### config.mk
export PLATFORM = sky130hd
export DESIGN_NAME = fetch_front
export DESIGN_NICKNAME = d
export VERILOG_FILES = /design/src/rtl/fetch_pkg.sv /design/src/rtl/fetch_front.sv /design/src/rtl/fetch_unit.sv /design/src/rtl/mem_arbiter.sv /design/src/rtl/i_queue.sv
export VERILOG_INCLUDE_DIRS = /design/src /design/src/rtl
export SDC_FILE = /design/constraint.sdc
export NUM_CORES = 1
export LEC_CHECK = 0
export BUFFER_PORTS_ARGS = -buffer_cell sky130_fd_sc_hd__buf_2
export CAP_MARGIN = 20
export CELL_PAD_IN_SITES_DETAIL_PLACEMENT = 0
export CELL_PAD_IN_SITES_GLOBAL_PLACEMENT = 1
export CORE_ASPECT_RATIO = 1.75
export CORE_MARGIN = 5
export CORE_UTILIZATION = 57
export CTS_CLUSTER_DIAMETER = 50
export DETAILED_ROUTE_END_ITERATION = 10
export GPL_TIMING_DRIVEN = 0
export PLACE_DENSITY = 0.83
export RECOVER_POWER = 50
export SYNTH_ARGS = -nofsm -noshare
export SYNTH_HDL_FRONTEND = slang
export SYNTH_SLANG_ARGS = --single-unit
### constraint.sdc
create_clock -name clk -period 17.88 [get_ports clk]
set_input_delay 0.894 -clock clk [delete_from_list [all_inputs] [get_ports clk]]
set_output_delay 0.894 -clock clk [all_outputs]
set_load 0.02 [all_outputs]
### src/rtl/fetch_defs.svh
//////////////////////////////
// Front end sizing: address width, queue depths, reset pc
//////////////////////////////

`ifndef FETCH_DEFS_SVH
`define FETCH_DEFS_SVH

// Byte address width of the memory bus
`define FETCH_ADDR_W 32

// Instruction queue entries
`define FETCH_IQ_DEPTH 8

// Load response queue entries
`define FETCH_LQ_DEPTH 4

// First pc fetched after reset
`define FETCH_RESET_PC 32'h0000_1000

`endif
### src/rtl/fetch_pkg.sv
//////////////////////////////
// Front end types: queue entries and bus owner
//////////////////////////////

`default_nettype none

`include "fetch_defs.svh"

package fetch_pkg;

    // One instruction queue entry, 96 bits
    typedef struct packed {
        logic [`FETCH_ADDR_W-1:0] pc;
        logic [`FETCH_ADDR_W-1:0] next_pc;
        logic [31:0]              instr;
    } i_queue_data_t;

    // Load response with the address it came from
    typedef struct packed {
        logic [`FETCH_ADDR_W-1:0] addr;
        logic [31:0]              data;
    } load_resp_t;

    // Requester that holds the memory bus
    typedef enum logic {
        OWNER_FETCH = 1'b0,
        OWNER_LOAD  = 1'b1
    } mem_owner_e;

endpackage : fetch_pkg

`default_nettype wire

### src/rtl/fetch_front.sv
//////////////////////////////
// Front end top: fetch, load port,
// bus arbiter and the two queues
//////////////////////////////

`timescale 1ns/100ps
`default_nettype none

`include "fetch_defs.svh"

module fetch_front import fetch_pkg::*; (
    input  logic                     clk,
    input  logic                     arst_n,

    // Redirect from branch resolution
    input  logic                     redirect_valid,
    input  logic [`FETCH_ADDR_W-1:0] redirect_pc,

    // Decoder
    output logic                     dec_valid,
    input  logic                     dec_ready,
    output i_queue_data_t            dec_data,

    // Load port
    input  logic                     ld_valid,
    output logic                     ld_ready,
    input  logic [`FETCH_ADDR_W-1:0] ld_addr,
    output logic                     lq_valid,
    input  logic                     lq_ready,
    output load_resp_t               lq_data,

    // External memory bus
    output logic                     mem_req_valid,
    input  logic                     mem_req_ready,
    output logic [`FETCH_ADDR_W-1:0] mem_addr,
    input  logic                     mem_resp_valid,
    input  logic [31:0]              mem_rdata
);

    localparam int IQ_CNT_W = $clog2(`FETCH_IQ_DEPTH + 1);
    localparam int LQ_CNT_W = $clog2(`FETCH_LQ_DEPTH + 1);

    logic                     fetch_req_valid;
    logic [`FETCH_ADDR_W-1:0] fetch_req_addr;
    logic                     fetch_req_ready;
    logic                     fetch_resp_valid;
    logic [31:0]              fetch_resp_data;
    logic                     load_req_valid;
    logic                     load_req_ready;
    logic                     load_resp_valid;
    load_resp_t               load_resp_data;
    logic                     iq_push_valid;
    i_queue_data_t            iq_push_data;
    logic                     iq_flush;
    logic [IQ_CNT_W-1:0]      iq_count;
    logic [LQ_CNT_W-1:0]      lq_count;
    logic                     lq_free;

    // The arbiter stays busy through the response cycle, so lq_count already
    // holds the previous load by the time a new one can be accepted
    assign lq_free        = lq_count < LQ_CNT_W'(`FETCH_LQ_DEPTH);
    assign load_req_valid = ld_valid && lq_free;
    assign ld_ready       = load_req_ready && lq_free;

    fetch_unit u_fetch (
        .clk            (clk),
        .arst_n         (arst_n),
        .redirect_valid (redirect_valid),
        .redirect_pc    (redirect_pc),
        .iq_count       (iq_count),
        .req_valid      (fetch_req_valid),
        .req_addr       (fetch_req_addr),
        .req_ready      (fetch_req_ready),
        .resp_valid     (fetch_resp_valid),
        .resp_data      (fetch_resp_data),
        .push_valid     (iq_push_valid),
        .push_data      (iq_push_data),
        .flush          (iq_flush)
    );

    mem_arbiter u_arb (
        .clk              (clk),
        .arst_n           (arst_n),
        .fetch_req_valid  (fetch_req_valid),
        .fetch_req_addr   (fetch_req_addr),
        .fetch_req_ready  (fetch_req_ready),
        .fetch_resp_valid (fetch_resp_valid),
        .fetch_resp_data  (fetch_resp_data),
        .load_req_valid   (load_req_valid),
        .load_req_addr    (ld_addr),
        .load_req_ready   (load_req_ready),
        .load_resp_valid  (load_resp_valid),
        .load_resp_data   (load_resp_data),
        .mem_req_valid    (mem_req_valid),
        .mem_req_ready    (mem_req_ready),
        .mem_addr         (mem_addr),
        .mem_resp_valid   (mem_resp_valid),
        .mem_rdata        (mem_rdata)
    );

    // Fetch credit guarantees room, push side ready not needed
    i_queue #(
        .payload_t (i_queue_data_t),
        .DEPTH     (`FETCH_IQ_DEPTH)
    ) u_iq (
        .clk       (clk),
        .arst_n    (arst_n),
        .flush     (iq_flush),
        .in_valid  (iq_push_valid),
        .in_ready  (),
        .in_data   (iq_push_data),
        .out_valid (dec_valid),
        .out_ready (dec_ready),
        .out_data  (dec_data),
        .count     (iq_count)
    );

    // Load responses, never flushed
    i_queue #(
        .payload_t (load_resp_t),
        .DEPTH     (`FETCH_LQ_DEPTH)
    ) u_lq (
        .clk       (clk),
        .arst_n    (arst_n),
        .flush     (1'b0),
        .in_valid  (load_resp_valid),
        .in_ready  (),
        .in_data   (load_resp_data),
        .out_valid (lq_valid),
        .out_ready (lq_ready),
        .out_data  (lq_data),
        .count     (lq_count)
    );

endmodule : fetch_front

`default_nettype wire

### src/rtl/fetch_unit.sv
//////////////////////////////
// Fetch unit: pc, request issue against
// queue credit, redirect and stale discard
//////////////////////////////

`timescale 1ns/100ps
`default_nettype none

`include "fetch_defs.svh"

module fetch_unit import fetch_pkg::*; (
    input  logic                                clk,
    input  logic                                arst_n,

    // Branch resolution stand-in
    input  logic                                redirect_valid,
    input  logic [`FETCH_ADDR_W-1:0]            redirect_pc,

    // Occupancy of the instruction queue
    input  logic [$clog2(`FETCH_IQ_DEPTH+1)-1:0] iq_count,

    // Request and response through the arbiter
    output logic                                req_valid,
    output logic [`FETCH_ADDR_W-1:0]            req_addr,
    input  logic                                req_ready,
    input  logic                                resp_valid,
    input  logic [31:0]                         resp_data,

    // Instruction queue push side
    output logic                                push_valid,
    output i_queue_data_t                       push_data,
    output logic                                flush
);

    localparam int IQ_CNT_W = $clog2(`FETCH_IQ_DEPTH + 1);
    localparam logic [IQ_CNT_W:0] IQ_DEPTH = `FETCH_IQ_DEPTH;

    logic [`FETCH_ADDR_W-1:0] pc;
    logic [`FETCH_ADDR_W-1:0] pc_plus4;
    logic [`FETCH_ADDR_W-1:0] req_addr_q;
    logic                     req_q;
    logic                     wait_q;
    logic                     stale_q;
    logic                     outstanding;
    logic [IQ_CNT_W:0]        used;
    logic                     credit_ok;
    logic                     issue;
    logic                     xfer;
    logic                     accept;

    // No prediction, always the next word
    assign pc_plus4 = pc + `FETCH_ADDR_W'(4);

    // Queued entries plus the fetch in flight must stay below the depth,
    // so a response always finds a free slot
    assign outstanding = req_q || wait_q;
    assign used        = {1'b0, iq_count} + {{IQ_CNT_W{1'b0}}, outstanding};
    assign credit_ok   = used < IQ_DEPTH;

    assign issue  = !outstanding && credit_ok && !redirect_valid;
    assign xfer   = req_q && req_ready;
    assign accept = resp_valid && !stale_q && !redirect_valid;

    assign req_valid = req_q;
    assign req_addr  = req_addr_q;
    assign flush     = redirect_valid;

    // pc only moves on a push or a redirect, so it still names the fetched word
    assign push_valid = accept;
    assign push_data  = '{pc: pc, next_pc: pc_plus4, instr: resp_data};

    always_ff @(posedge clk or negedge arst_n) begin
        if (!arst_n) begin
            pc      <= `FETCH_RESET_PC;
            req_q   <= 1'b0;
            wait_q  <= 1'b0;
            stale_q <= 1'b0;
        end else begin
            if (issue) begin
                req_q <= 1'b1;
            end else if (xfer) begin
                req_q <= 1'b0;
            end

            if (xfer) begin
                wait_q <= 1'b1;
            end else if (resp_valid) begin
                wait_q <= 1'b0;
            end

            if (redirect_valid) begin
                pc <= redirect_pc;
                // Whatever is still outstanding belongs to the old path
                stale_q <= req_q || (wait_q && !resp_valid);
            end else begin
                if (accept) begin
                    pc <= pc_plus4;
                end
                if (resp_valid) begin
                    stale_q <= 1'b0;
                end
            end
        end
    end

    // Address held steady until the bus takes it
    always_ff @(posedge clk) begin
        if (issue) begin
            req_addr_q <= pc;
        end
    end

endmodule : fetch_unit

`default_nettype wire

### src/rtl/mem_arbiter.sv
//////////////////////////////
// Memory bus arbiter, load port over fetch,
// one transaction in flight
//////////////////////////////

`timescale 1ns/100ps
`default_nettype none

`include "fetch_defs.svh"

module mem_arbiter import fetch_pkg::*; (
    input  logic                     clk,
    input  logic                     arst_n,

    // Fetch side
    input  logic                     fetch_req_valid,
    input  logic [`FETCH_ADDR_W-1:0] fetch_req_addr,
    output logic                     fetch_req_ready,
    output logic                     fetch_resp_valid,
    output logic [31:0]              fetch_resp_data,

    // Load side
    input  logic                     load_req_valid,
    input  logic [`FETCH_ADDR_W-1:0] load_req_addr,
    output logic                     load_req_ready,
    output logic                     load_resp_valid,
    output load_resp_t               load_resp_data,

    // External memory bus
    output logic                     mem_req_valid,
    input  logic                     mem_req_ready,
    output logic [`FETCH_ADDR_W-1:0] mem_addr,
    input  logic                     mem_resp_valid,
    input  logic [31:0]              mem_rdata
);

    logic                     settled;
    logic                     busy;
    logic                     hold;
    mem_owner_e               owner;
    mem_owner_e               grant;
    logic                     bus_free;
    logic                     load_win;
    logic                     fetch_win;
    logic [`FETCH_ADDR_W-1:0] load_addr_q;

    // A request left waiting on the bus keeps its owner until it transfers,
    // so a late load cannot swap the address under a pending fetch
    assign grant     = hold ? owner : (load_req_valid ? OWNER_LOAD : OWNER_FETCH);
    assign load_win  = hold ? (owner == OWNER_LOAD) : 1'b1;
    assign fetch_win = hold ? (owner == OWNER_FETCH) : !load_req_valid;

    assign bus_free = settled && !busy && mem_req_ready;

    assign mem_req_valid = settled && !busy && (hold || load_req_valid || fetch_req_valid);
    assign mem_addr      = (grant == OWNER_LOAD) ? load_req_addr : fetch_req_addr;

    assign load_req_ready  = bus_free && load_win;
    assign fetch_req_ready = bus_free && fetch_win;

    // Responses go back to whoever owns the transaction
    assign fetch_resp_valid = mem_resp_valid && busy && (owner == OWNER_FETCH);
    assign load_resp_valid  = mem_resp_valid && busy && (owner == OWNER_LOAD);
    assign fetch_resp_data  = mem_rdata;
    assign load_resp_data   = '{addr: load_addr_q, data: mem_rdata};

    always_ff @(posedge clk or negedge arst_n) begin
        if (!arst_n) begin
            settled <= 1'b0;
            busy    <= 1'b0;
            hold    <= 1'b0;
            owner   <= OWNER_FETCH;
        end else begin
            settled <= 1'b1;
            if (mem_req_valid) begin
                owner <= grant;
                hold  <= !mem_req_ready;
                busy  <= mem_req_ready;
            end else if (busy && mem_resp_valid) begin
                busy  <= 1'b0;
                owner <= OWNER_FETCH;
            end
        end
    end

    // Address of the load in flight, returned with its data
    always_ff @(posedge clk) begin
        if (mem_req_valid && mem_req_ready && grant == OWNER_LOAD) begin
            load_addr_q <= load_req_addr;
        end
    end

endmodule : mem_arbiter

`default_nettype wire

### src/rtl/i_queue.sv
//////////////////////////////
// Circular FIFO with valid/ready
// on both sides and a flush
//////////////////////////////

`timescale 1ns/100ps
`default_nettype none

`include "fetch_defs.svh"

module i_queue #(
    parameter type payload_t = logic [31:0],
    parameter int  DEPTH     = `FETCH_IQ_DEPTH
) (
    input  logic                       clk,
    input  logic                       arst_n,
    input  logic                       flush,

    // Push side
    input  logic                       in_valid,
    output logic                       in_ready,
    input  payload_t                   in_data,

    // Pop side, head entry shown while valid
    output logic                       out_valid,
    input  logic                       out_ready,
    output payload_t                   out_data,

    output logic [$clog2(DEPTH+1)-1:0] count
);

    localparam int PTR_W = $clog2(DEPTH);
    localparam int CNT_W = $clog2(DEPTH + 1);

    payload_t         mem [DEPTH];
    logic [PTR_W-1:0] head;
    logic [PTR_W-1:0] tail;
    logic [CNT_W-1:0] cnt;
    logic             full;
    logic             push;
    logic             pop;

    // Pointer step with wrap for depths that are not a power of two
    function automatic logic [PTR_W-1:0] ptr_inc(input logic [PTR_W-1:0] ptr);
        if (ptr == PTR_W'(DEPTH - 1)) begin
            return '0;
        end
        return ptr + 1'b1;
    endfunction

    assign full      = (cnt == CNT_W'(DEPTH));
    assign out_valid = (cnt != '0);
    assign out_data  = mem[head];
    assign count     = cnt;

    // A pop frees the slot the push needs
    assign in_ready = !full || out_ready;
    assign push     = in_valid && in_ready && !flush;
    assign pop      = out_valid && out_ready && !flush;

    always_ff @(posedge clk or negedge arst_n) begin
        if (!arst_n) begin
            head <= '0;
            tail <= '0;
            cnt  <= '0;
        end else if (flush) begin
            head <= '0;
            tail <= '0;
            cnt  <= '0;
        end else begin
            if (push) begin
                tail <= ptr_inc(tail);
            end
            if (pop) begin
                head <= ptr_inc(head);
            end
            case ({push, pop})
                2'b10:   cnt <= cnt + 1'b1;
                2'b01:   cnt <= cnt - 1'b1;
                default: cnt <= cnt;
            endcase
        end
    end

    // Storage, seen at the output one cycle after the push
    always_ff @(posedge clk) begin
        if (push) begin
            mem[tail] <= in_data;
        end
    end

endmodule : i_queue

`default_nettype wire

==> metrics.log, run 1 <==
[metrics] Num Clock Sinks: 1128
[metrics] syn nets: 2070
[metrics] RSZ-0062 raised after global routing: false
[metrics] EDFF count, synth: 1072
[metrics] cell area after synthesis: 0.04338 mm2
[metrics] global routing usage summed across all routing layers: 0.2571
[metrics] Detail Placement HPWL: 72540 um
[metrics] post-layout minimum cycle time: 5.347 ns
[metrics] fillers: 4968
[metrics] commonest cells after routing, fill and taps aside: sky130_fd_sc_hd__edfxtp_1 (1072), sky130_fd_sc_hd__buf_2 (255), sky130_fd_sc_hd__mux4_2 (252)
[metrics] Final TNS setup: 0 ns
[metrics] number of ports placed on the die boundary: 300
[metrics] final weighted congestion in routability-driven placement: 0.9033
[metrics] most frequent standard cell in the layout excluding fill and tap cells: sky130_fd_sc_hd__edfxtp_1
[metrics] Resized Gates After CTS: 0
[metrics] cell chosen for the clock root: sky130_fd_sc_hd__clkbuf_16
[metrics] largest cells by area after synthesis: sky130_fd_sc_hd__edfxtp_1 (74%), sky130_fd_sc_hd__mux4_2 (13%), sky130_fd_sc_hd__mux2_2 (3.3%), sky130_fd_sc_hd__dfrtp_1 (3.2%), sky130_fd_sc_hd__xnor2_1 (0.46%)
[metrics] number of hold violations in the final report: 0
[metrics] sum of internal, switching and leakage power: 6.693 mW
[metrics] Synth Flop Type: sky130_fd_sc_hd__edfxtp_1
[metrics] Worst Path Max Fanout: 34
[metrics] DR vias/cell: 6.130
[metrics] violated checks: max-capacitance violations, max-slew violations
[metrics] VDD IR-drop max: 0.1015 mV
[metrics] tightest slew margin relative to the limit: -1.470
[metrics] remaining global-route overflow: 0
[metrics] number of H-tree levels: 3
[metrics] number of antenna violations at the first check in global routing: 5
[metrics] number of global-route vias before repair: 22.93k
[metrics] Critical Path RT: 18.12 ns
[metrics] synthesis-stage register bit count: 1128
[metrics] Clock Skew: 0.03322 ns
[metrics] Maximum Capacitance Violations: 8
[metrics] wire per inst: 29.37 um
[metrics] first-pass detailed-route iteration total: 5
[metrics] period utilization: 0.2990
[metrics] startpoint class of the critical path: flop
[metrics] fraction of post-synthesis cell area in the top cell type by area: 0.7420
[metrics] number of rows in the core area: 134
[metrics] share of synthesized flip-flops with an asynchronous set or reset: 0.04965
[metrics] Port Buffer Count: 299
[metrics] TritonCTS Buffers: 95
[metrics] synthesized area divided by synthesized cell count: 22.24 um2
[metrics] Die Y-Extent: 375.0 um
[metrics] power density cells: 132.8 mW/mm2
[metrics] starting density of the core: 0.5712
[metrics] global-route wire length before repair: 153200 um
[metrics] path type of the worst setup path: flop to flop
[metrics] worst hold path type: input port to flop
[metrics] element type at the critical path end: flop
[metrics] Total Routed Length: 104300 um
[metrics] register area: 0.03359 mm2
[metrics] count of unique library cells instantiated by Yosys: 64
[metrics] data arrival time of the critical path: 5.58 ns
[metrics] total die area: 0.08195 mm2
[metrics] pin count of the biggest net entering global routing: 52
[metrics] number of setup violations in the final report: 0
[metrics] share of final-layout standard cells stronger than drive strength 1: 0.3493
[metrics] measured slew at the worst slew-check pin: 3.706 ns
[metrics] TritonCTS clock tree: yes
[metrics] Post-CTS Hold Buffers: 0
[metrics] CTS clock-pin slew for the worst setup and hold paths: 0.07 ns
[metrics] Multi-input gate area: 0.009358 mm2
[metrics] CTS Buffer Depth: 3
[metrics] highest clock rate: 187.0 MHz
[metrics] sequential element share of the synthesized area: 0.7743
[metrics] static power due to leakage: 16.23 nW
[metrics] First DRT Iteration DRCs: 2228
[metrics] area inside the core boundary: 0.07595 mm2
[metrics] library cell occupying the most area in the post-synthesis netlist: sky130_fd_sc_hd__edfxtp_1
[metrics] number of pins with negative max-slew slack in the final report: 266
[metrics] net count of the finished layout: 2566
[metrics] width of the chip: 218.6 um
[metrics] DRC violations left: 0
[metrics] clock latency on the worst-skew pair: 0.67 ns
[metrics] setup repair bufs after CTS: 0
[metrics] detailed-route via count: 21.77k
[metrics] number of nets with antenna violations after detailed routing: 0
[metrics] synthesis-to-layout area growth: 16.15%
[metrics] Ys Warns: 0
[metrics] status: complete, but fails checks
[metrics] Mapped Cells: 1951
-- worst paths after layout --
kind	from	endpoint	slack [ns]	depth (start not counted)
max in group asynchronous	arst_n	u_lq.count[0]	14.58	2
worst max register to register	u_lq.count[2]	u_lq.mem[1][32]	12.53	5
worst max-delay path	u_lq.count[2]	u_lq.mem[1][32]	12.53	5
worst min-delay path	ld_addr[0]	u_arb.load_addr_q[0]	0.42	1
worst min register to register	u_arb.load_addr_q[10]	u_lq.mem[3][42]	0.50	0
min in group asynchronous	arst_n	u_fetch.pc[3]	0.56	1
-- registers in the layout (all words and copies together), names as in the netlist --
name,flops
u_fetch.req_valid,1
u_lq.mem,256
u_arb.owner,1
u_arb.load_addr_q,32
u_arb.hold,1
u_iq.head,3
u_lq.tail,2
u_fetch.stale_q,1
u_iq.mem,752
u_fetch.wait_q,1
u_fetch.pc,32
u_arb.busy,1
u_arb.settled,1
u_lq.head,2
u_iq.tail,3
u_lq.count,3
u_iq.count,4
u_fetch.req_addr,32
-- cells by family (layout without fill, tap and decap cells) --
logic type      count (synthesis)  in the layout  synth area share
xor+xnor                       42             42          0.008479
compound gates                 76             76           0.01171
simple gates                  189            189           0.02411
other cells                     1              4        0.00008644
mux                           387            387            0.1657
flops                        1128           1128            0.7743
fa+ha+maj                      15             15          0.004672
buf+inv                       113            690           0.01090
-- routing by layer --
layer / GRT usage / up-vias / part of all wire
met3: 0.03747 / 158 / 0.065
met2: 0.4553 / 912 / 0.54
met5: 0 / - / 0.00013
li1: - / 9150 / -
met1: 0.3285 / 11550 / 0.36
met4: 0.08750 / 2 / 0.031
-- cells in the mapped netlist, types with 18 or more instances --
| master | count |
|---|---|
| sky130_fd_sc_hd__edfxtp_1 | 1072 |
| sky130_fd_sc_hd__mux4_2 | 252 |
| sky130_fd_sc_hd__mux2_2 | 129 |
| sky130_fd_sc_hd__dfrtp_1 | 55 |
| sky130_fd_sc_hd__clkbuf_1 | 47 |
| sky130_fd_sc_hd__nand2_1 | 46 |
| sky130_fd_sc_hd__nor2_1 | 32 |
| sky130_fd_sc_hd__buf_1 | 26 |
| sky130_fd_sc_hd__xnor2_1 | 23 |
| sky130_fd_sc_hd__nor3_1 | 21 |
| sky130_fd_sc_hd__buf_2 | 19 |
| sky130_fd_sc_hd__xor2_1 | 19 |
| sky130_fd_sc_hd__or4_1 | 18 |
-- cell type report --
type,count,share of cell area
Antenna cell,3,0.0001490
Buffer,99,0.008318
Clock buffer,134,0.05254
Clock inverter,44,0.008840
Inverter,14,0.001043
Multi-Input combinational cell,710,0.1857
Sequential cell,1128,0.6667
Tap cell,1020,0.02533
Timing Repair Buffer,399,0.05140
-- through the flow --
stage / utilization / hold slack (ns) / worst slack (ns) / cell area (um2) / cells
2_1_floorplan: - / 0.4587 / 8.456 / 43380 / 1951
3_3_place_gp: 0.6077 / 0.4661 / 0.01625 / 46160 / 3270
3_5_place_dp: 0.6253 / 0.4842 / 13.21 / 47490 / 3367
4_1_cts: 0.6660 / 0.2183 / 12.51 / 50590 / 3545
5_1_grt: 0.6634 / 0.4009 / 12.08 / 50380 / 3549
6_report: 0.6635 / 0.4154 / 12.53 / 50390 / 3551
-- where the power goes --
part	leakage, nW	internal, mW	switching [mW]
combinational	4.43	0.661	0.907
sequential	10.3	2.99	0.0759
clock	1.49	1.15	0.911
total	16.2	4.80	1.89
-- worst max-delay path: stages, from the launching register on --
cell                       delay (ns)
sky130_fd_sc_hd__dfrtp_1         0.43
sky130_fd_sc_hd__nor4b_1         0.16
sky130_fd_sc_hd__nor3b_1         0.21
sky130_fd_sc_hd__clkbuf_1        0.33
sky130_fd_sc_hd__and2_0          1.92
sky130_fd_sc_hd__clkbuf_1        1.80
Note: power is estimated with default switching activity, not from simulation.
==> run 2, diff against run 1 <==
Settings changed: CORE_UTILIZATION 57 to 48, PLACE_DENSITY 0.83 to 0.75.
Clock period 17.88 ns to 4.9 ns, I/O delays scaled along.
==> run 2 against run 1 <==
Against the previous run:
- the flow still finishes with violations (max-capacitance violations, max-slew violations)
- first-iteration DRC count is 19% lower
- utilization is 8.9 points lower
- routed wire length is 2.6% higher
- final cell count is 6.6% higher
- register-to-register slack worse by 12 ns
- worst setup slack worse by 12 ns
- count of clock-buffer cells in the layout is 19 lower
- critical path type is now flop to output pin
- critical endpoint is now dec_data[90]
- largest cell class unchanged
==> metrics.log, run 2 (synthesized netlist as in run 1, its figures left out) <==
[metrics] final core utilization: 0.5740 (-0.08946)
[metrics] startpoint class of the critical path: flop
[metrics] sw frac: 0.2848 (+0.001948)
[metrics] combinational power share: 0.238 (+0.004)
[metrics] hold_sp: mem_req_ready
[metrics] tightest slew margin relative to the limit: -0.4185 (+1.052)
[metrics] end point of the critical path: dec_data[90]
[metrics] DRC violations left: 0 (unchanged)
[metrics] global-route wire length before repair: 156500 um (+2.2%)
[metrics] Reg-to-Reg End: u_arb.load_addr_q[2]
[metrics] total die area: 0.09673 mm2 (+18%)
[metrics] number of ports placed on the die boundary: 300 (unchanged)
[metrics] VDD IR-drop max: 0.2705 mV (+170%)
[metrics] startpoint of the most critical setup path: u_iq.head[1]
[metrics] cell chosen for the clock root: sky130_fd_sc_hd__clkbuf_16
[metrics] biggest cell delay along the critical path: 0.79 ns (-1.13 ns)
[metrics] Worst R2R Start: u_lq.count[2]
[metrics] starting density of the core: 0.4817 (-0.08949)
[metrics] Num Clock Sinks: 1128 (unchanged)
[metrics] post-layout minimum cycle time: 4.543 ns
[metrics] net count of the finished layout: 2643 (+3.0%)
[metrics] NetSw: 6.960 mW (+270%)
[metrics] status: complete, but fails checks
[metrics] Critical Path RT: 4.66 ns (-13.46 ns)
[metrics] highest clock rate: 220.1 MHz
[metrics] final weighted congestion in routability-driven placement: 0.8420 (-6.8%)
[metrics] remaining global-route overflow: 0 (unchanged)
[metrics] number of global-route vias before repair: 22.97k (+0.14%)
[metrics] Worst Path Max Fanout: 10 (-71%)
[metrics] internal power: 17.47 mW (+260%)
[metrics] most frequent standard cell in the layout excluding fill and tap cells: sky130_fd_sc_hd__edfxtp_1
[metrics] power density cells: 472.7 mW/mm2 (+260%)
[metrics] pin count of the biggest net entering global routing: 51 (-1.9%)
[metrics] area of all placed cells without fillers: 0.05169 mm2 (+2.6%)
[metrics] number of hold violations in the final report: 0 (unchanged)
[metrics] number of setup violations in the final report: 0 (unchanged)
[metrics] global routing usage summed across all routing layers: 0.2211 (-0.03600)
[metrics] path type of the worst setup path: flop to output pin
[metrics] detailed-route via count: 21.86k (+0.40%)
[metrics] first-pass detailed-route iteration total: 5 (unchanged)
[metrics] CTS clock-pin slew for the worst setup and hold paths: 0.07 ns (about the same)
[metrics] DR vias/cell: 5.773 (-5.8%)
[metrics] First DRT Iteration DRCs: 1810 (-19%)
[metrics] Clock Power Share: 0.305 (-0.003)
[metrics] share of final-layout standard cells stronger than drive strength 1: 0.3223 (-0.02698)
[metrics] clock latency on the worst-skew pair: 0.69 ns (+0.02 ns)
[metrics] crit path buf inv count: 5 (+3)
[metrics] Reg2Reg Setup Slack: 0.49 ns (-12.04 ns)
[metrics] fillers: 6617 (+33%)
[metrics] Resized Gates After CTS: 0 (unchanged)
[metrics] Total Routed Length: 107000 um (+2.6%)
[metrics] number of nets with antenna violations after detailed routing: 0 (unchanged)
[metrics] number of flip-flops in the largest register: 752 (unchanged)
[metrics] largest registers in the final layout: u_iq.mem: 752 flops, u_lq.mem: 256 flops
[metrics] CTS Buffer Depth: 3 (unchanged)
[metrics] static power due to leakage: 16.57 nW (+2.1%)
[metrics] Clock Skew: 0.02993 ns (-0.003288 ns)
[metrics] TritonCTS clock tree: yes
[metrics] length in cells of the worst reg-to-reg path: 6 (+1)
[metrics] violated checks: max-capacitance violations, max-slew violations
[metrics] Top delay family on crit path: buffers and inverters
[metrics] worst hold path type: input port to flop
[metrics] width of the chip: 237.3 um (+8.6%)
[metrics] Most Frequent Cell on Critical Path: sky130_fd_sc_hd__clkbuf_1
[metrics] Area after DPL: 0.04791 mm2 (+0.87%)
[metrics] area inside the core boundary: 0.09006 mm2 (+19%)
[metrics] number of rows in the core area: 146 (+9.0%)
[metrics] number of H-tree levels: 3 (unchanged)
[metrics] RSZ-0062 raised after global routing: false
[metrics] most flop-heavy register: u_iq.mem
[metrics] master of the slowest instance on the critical path: sky130_fd_sc_hd__clkbuf_1
[metrics] Maximum Capacitance Violations: 7 (-1)
[metrics] synthesis-to-layout area growth: 19.15%
[metrics] number of pins with negative max-slew slack in the final report: 270 (+1.5%)
[metrics] element type at the critical path end: output pin
[metrics] measured slew at the worst slew-check pin: 2.128 ns (-1.578 ns)
[metrics] TritonCTS Buffers: 96 (+1.1%)
[metrics] wire per inst: 28.26 um (-3.8%)
[metrics] Die Y-Extent: 407.7 um (+8.7%)
[metrics] data arrival time of the critical path: 4.30 ns (-1.28 ns)
[metrics] number of stages on the worst setup path: 7 (+2)
[metrics] period utilization: 0.9272
[metrics] crit-path cells: clkbuf_1, clkbuf_1, buf_8, buf_1, mux4_2, mux2_2, buf_2
[metrics] Detail Placement HPWL: 74520 um (+2.7%)
[metrics] number of antenna violations at the first check in global routing: 3 (-2)
[metrics] commonest cells after routing, fill and taps aside: sky130_fd_sc_hd__edfxtp_1 (1072), sky130_fd_sc_hd__mux4_2 (252), sky130_fd_sc_hd__buf_2 (240)
[metrics] Port Buffer Count: 299 (unchanged)
[metrics] Sequential Power Share: 0.457 (about the same)
[run 2: cell types whose count changed in the layout (fill, tap and decap cells not counted), moves of 14 or more]
cell | before | now
sky130_fd_sc_hd__buf_16 | 2 | 23
sky130_fd_sc_hd__buf_8 | 9 | 33
sky130_fd_sc_hd__buf_2 | 255 | 240
sky130_fd_sc_hd__dlygate4sd3_1 | 0 | 100
sky130_fd_sc_hd__buf_6 | 72 | 2
sky130_fd_sc_hd__clkinv_1 | 12 | 26
[run 2: routing by layer]
layer,GRT usage,vias up,wire (um)
li1,-,9280,-
met1,0.2725,11600,38940
met2,0.3955,833,57990
met3,0.04191,147,7083
met4,0.07050,0,2972
met5,0,-,0
[run 2: worst min-delay path by stage]
stage,endpoint,slack [ns],depth (start not counted)
6_report,u_fetch.wait_q,0.07,4
5_1_grt,u_fetch.wait_q,0.1,4
4_1_cts,u_fetch.wait_q,0.01,4
3_5_place_dp,u_fetch.pc[0],0.27,1
3_3_place_gp,u_arb.load_addr_q[17],0.44,1
2_1_floorplan,u_arb.busy,-0.05,0
[run 2: timing repair]
item | 4_1_cts | 5_1_grt
endpoints found under the hold margin | 511 | 0
buffers inserted | 0 | 0
hold buffers | 100 | 0
[run 2: tightest hold or removal path, stage by stage]
cell	delay (ns)
sky130_fd_sc_hd__buf_2	0.10
sky130_fd_sc_hd__and3_1	0.21
sky130_fd_sc_hd__nand3_1	0.12
sky130_fd_sc_hd__nand2_1	0.06
[run 2: metrics by stage]
stage               instances  setup TNS [ns]  worst slack (ns)  hold WS, ns  total power, mW
floorplan                1951         -539.59            -1.079     -0.05059            15.11
global placement         3434        -4013.95            -6.270       0.4400            17.08
detailed placement       3507               0            0.9555       0.2677            17.27
CTS                      3781               0            0.2141      0.01495            24.77
global route             3784               0            0.2245      0.09902            25.40
finish                   3786               0            0.3566      0.06916            24.43
[run 2: layout make-up]
class | instances | area [um2] | area share
antenna | 2 | 5.005 | 0.00009682
sequential | 1128 | 33590 | 0.6499
buffer | 99 | 409.1 | 0.007915
multi-input combinational | 710 | 9375 | 0.1814
tap | 1184 | 1481 | 0.02866
clock inverter | 59 | 514.2 | 0.009948
inverter | 14 | 52.55 | 0.001017
timing repair buffer | 475 | 3725 | 0.07206
clock buffer | 115 | 2537 | 0.04909
[run 2: power groups by stage]
stage	clock (mW)	sequential (mW)	combinational, mW
floorplan	0	11.3	3.86
global placement	0	11.4	5.72
detailed placement	0	11.4	5.91
CTS	7.62	11.2	6.00
global route	8.01	11.2	6.20
finish	7.46	11.2	5.81
==> run 3, diff against run 2 <==
Settings changed: CORE_ASPECT_RATIO 1.75 to default.
==> run 3 against run 2 <==
Against the previous run:
- the flow still finishes with violations (max-capacitance violations, max-slew violations)
- routed wire length fell by 1.6%
- global-route usage fell by 0.32 points
- hold slack improved by 0.020 ns
- flip-flop and latch count did not move
- critical path depth fell by 3
- clock skew rose by 0.0035 ns
- sequential share of layout area fell by 1.1 points
- worst setup slack got worse by 0.19 ns
- final cell count rose by 1.1%
- maximum frequency fell by 4.1%
==> metrics.log, run 3 (synthesized netlist as in run 1, its figures left out) <==
[metrics] final cell count without fillers: 3826 (+1.1%)
[metrics] remaining global-route overflow: 0 (unchanged)
[metrics] number of antenna violations at the first check in global routing: 3 (unchanged)
[metrics] global-route wire length before repair: 155700 um (-0.53%)
[metrics] CTS clock-pin slew for the worst setup and hold paths: 0.06 ns (about the same)
[metrics] element type at the critical path end: output pin
[metrics] most frequent standard cell in the layout excluding fill and tap cells: sky130_fd_sc_hd__edfxtp_1
[metrics] worst hold slack: 0.08961 ns (+0.02045 ns)
[metrics] area inside the core boundary: 0.08987 mm2 (-0.21%)
[metrics] power density cells: 490.6 mW/mm2 (+3.8%)
[metrics] Maximum Capacitance Violations: 7 (unchanged)
[metrics] number of ports placed on the die boundary: 300 (unchanged)
[metrics] Worst Path Max Fanout: 10 (unchanged)
[metrics] wire per inst: 27.52 um (-2.6%)
[metrics] highest clock rate: 211.1 MHz (-4.1%)
[metrics] cell chosen for the clock root: sky130_fd_sc_hd__clkbuf_16
[metrics] master of the slowest instance on the critical path: sky130_fd_sc_hd__mux2i_1
[metrics] net count of the finished layout: 2668 (+0.95%)
[metrics] DRC violations left: 0 (unchanged)
[metrics] worst hold path type: input port to flop
[metrics] post-layout minimum cycle time: 4.738 ns (+0.1946 ns)
[metrics] global routing usage summed across all routing layers: 0.2179 (-0.003171)
[metrics] status: complete, but fails checks
[metrics] clock latency on the worst-skew pair: 0.69 ns (about the same)
[metrics] data arrival time of the critical path: 4.49 ns (+0.19 ns)
[metrics] number of setup violations in the final report: 0 (unchanged)
[metrics] tightest slew margin relative to the limit: -0.6448 (-0.2263)
[metrics] CTS Buffer Depth: 3 (unchanged)
[metrics] Resized Gates After CTS: 0 (unchanged)
[metrics] starting density of the core: 0.4827 (+0.0009926)
[metrics] number of pins with negative max-slew slack in the final report: 239 (-11%)
[metrics] most flop-heavy register: u_iq.mem
[metrics] Port Buffer Count: 299 (unchanged)
[metrics] Critical Path RT: 4.66 ns (about the same)
[metrics] path type of the worst setup path: flop to output pin
[metrics] number of flip-flops in the largest register: 752 (unchanged)
[metrics] Clock Skew: 0.03347 ns (+0.003534 ns)
[metrics] biggest cell delay along the critical path: 1.78 ns (+0.99 ns)
[metrics] largest registers in the final layout: u_iq.mem: 752 flops, u_lq.mem: 256 flops
[metrics] measured slew at the worst slew-check pin: 2.466 ns (+0.3381 ns)
[metrics] First DRT Iteration DRCs: 2340 (+29%)
[metrics] width of the chip: 310.6 um (+31%)
[metrics] share of final-layout standard cells stronger than drive strength 1: 0.3319 (+0.009641)
[metrics] startpoint class of the critical path: flop
[metrics] Total Routed Length: 105300 um (-1.6%)
[metrics] Detail Placement HPWL: 70640 um (-5.2%)
[metrics] violated checks: max-capacitance violations, max-slew violations
[metrics] total die area: 0.09650 mm2 (-0.24%)
[metrics] TritonCTS clock tree: yes
[metrics] synthesis-to-layout area growth: 21.18%
[metrics] first-pass detailed-route iteration total: 5 (unchanged)
[metrics] Num Clock Sinks: 1128 (unchanged)
[metrics] TritonCTS Buffers: 117 (+22%)
[metrics] crit-path cells: mux2i_1, clkbuf_1, mux2_2, buf_2
[metrics] commonest cells after routing, fill and taps aside: sky130_fd_sc_hd__edfxtp_1 (1072), sky130_fd_sc_hd__mux4_2 (252), sky130_fd_sc_hd__buf_2 (235)
[metrics] pin count of the biggest net entering global routing: 49 (-3.9%)
[metrics] Die Y-Extent: 310.6 um (-24%)
[metrics] number of rows in the core area: 110 (-25%)
[metrics] final weighted congestion in routability-driven placement: 0.8753 (+4.0%)
[metrics] placed insts: 3499 (-0.23%)
[metrics] fillers: 6503 (-1.7%)
[metrics] VDD IR-drop max: 0.2860 mV (+5.7%)
[metrics] static power due to leakage: 16.99 nW (+2.5%)
[metrics] RSZ-0062 raised after global routing: false
[metrics] period utilization: 0.9669 (+0.03970)
[metrics] number of nets with antenna violations after detailed routing: 0 (unchanged)
[metrics] DR vias/cell: 5.761 (-0.21%)
[metrics] number of hold violations in the final report: 0 (unchanged)
[metrics] number of global-route vias before repair: 22.87k (-0.44%)
[metrics] detailed-route via count: 22.04k (+0.84%)
[metrics] number of H-tree levels: 3 (unchanged)
## run 3: critical path: cells and delay by family, from the launching register on
kind     cells  cell delay [ns]
buf+inv      2             1.07
mux          2             2.26
flops        1             0.47
## run 3: final timing paths
path,endpoint,cells past startpoint,slack [ns],start
min in group asynchronous,u_fetch.pc[25],2,0.33,arst_n
min reg2reg,u_lq.mem[0][44],0,0.50,u_arb.load_addr_q[12]
max,mem_addr[10],4,0.16,u_arb.owner
max reg2reg,u_lq.mem[0][23],4,0.46,u_arb.busy
min,u_fetch.wait_q,4,0.09,mem_req_ready
max in group asynchronous,u_arb.owner,3,1.81,arst_n
## run 3: timing repair
item                                   in CTS  in global routing
buffers inserted                            0                  0
endpoints found under the hold margin     511                  0
hold buffers                              102                  0
## run 3: metrics by stage
stage	cell area [um2]	utilization	TNS, ns	worst slack (ns)	power, mW
final	52570	0.5850	0	0.1621	25.79
after global routing	52570	0.5849	0	0.09648	26.83
after CTS	52790	0.5873	0	0.2456	26.12
after detailed placement	47890	0.5328	0	0.8491	17.22
after global placement	46380	0.5161	-3931.33	-5.946	17.08
after floorplan	43420	-	-539.59	-1.079	15.11
## run 3: layer usage
| metal | global-route usage | routed length, um | up-vias |
|---|---|---|---|
| met5 | 0 | 0 | - |
| met4 | 0.04108 | 1563 | 0 |
| met3 | 0.04476 | 7251 | 108 |
| met2 | 0.3632 | 52890 | 826 |
| met1 | 0.3063 | 43580 | 11730 |
| li1 | - | - | 9381 |
## run 3: area by class of cell
class / count / area [um2] / share of cell area
Timing Repair Buffer: 479 / 3790 / 0.07209
Clock buffer: 133 / 3009 / 0.05724
Inverter: 14 / 52.55 / 0.0009995
Tap cell: 1176 / 1471 / 0.02799
Antenna cell: 2 / 5.005 / 0.00009519
Sequential cell: 1128 / 33590 / 0.6390
Multi-Input combinational cell: 710 / 9375 / 0.1783
Buffer: 99 / 409.1 / 0.007782
Clock inverter: 85 / 868.3 / 0.01652
## run 3: power by group
group / switching (mW) / total [mW] / internal [mW]
Clock: 3.68 / 8.85 / 5.17
Combinational: 3.32 / 5.76 / 2.45
Sequential: 0.273 / 11.2 / 10.9
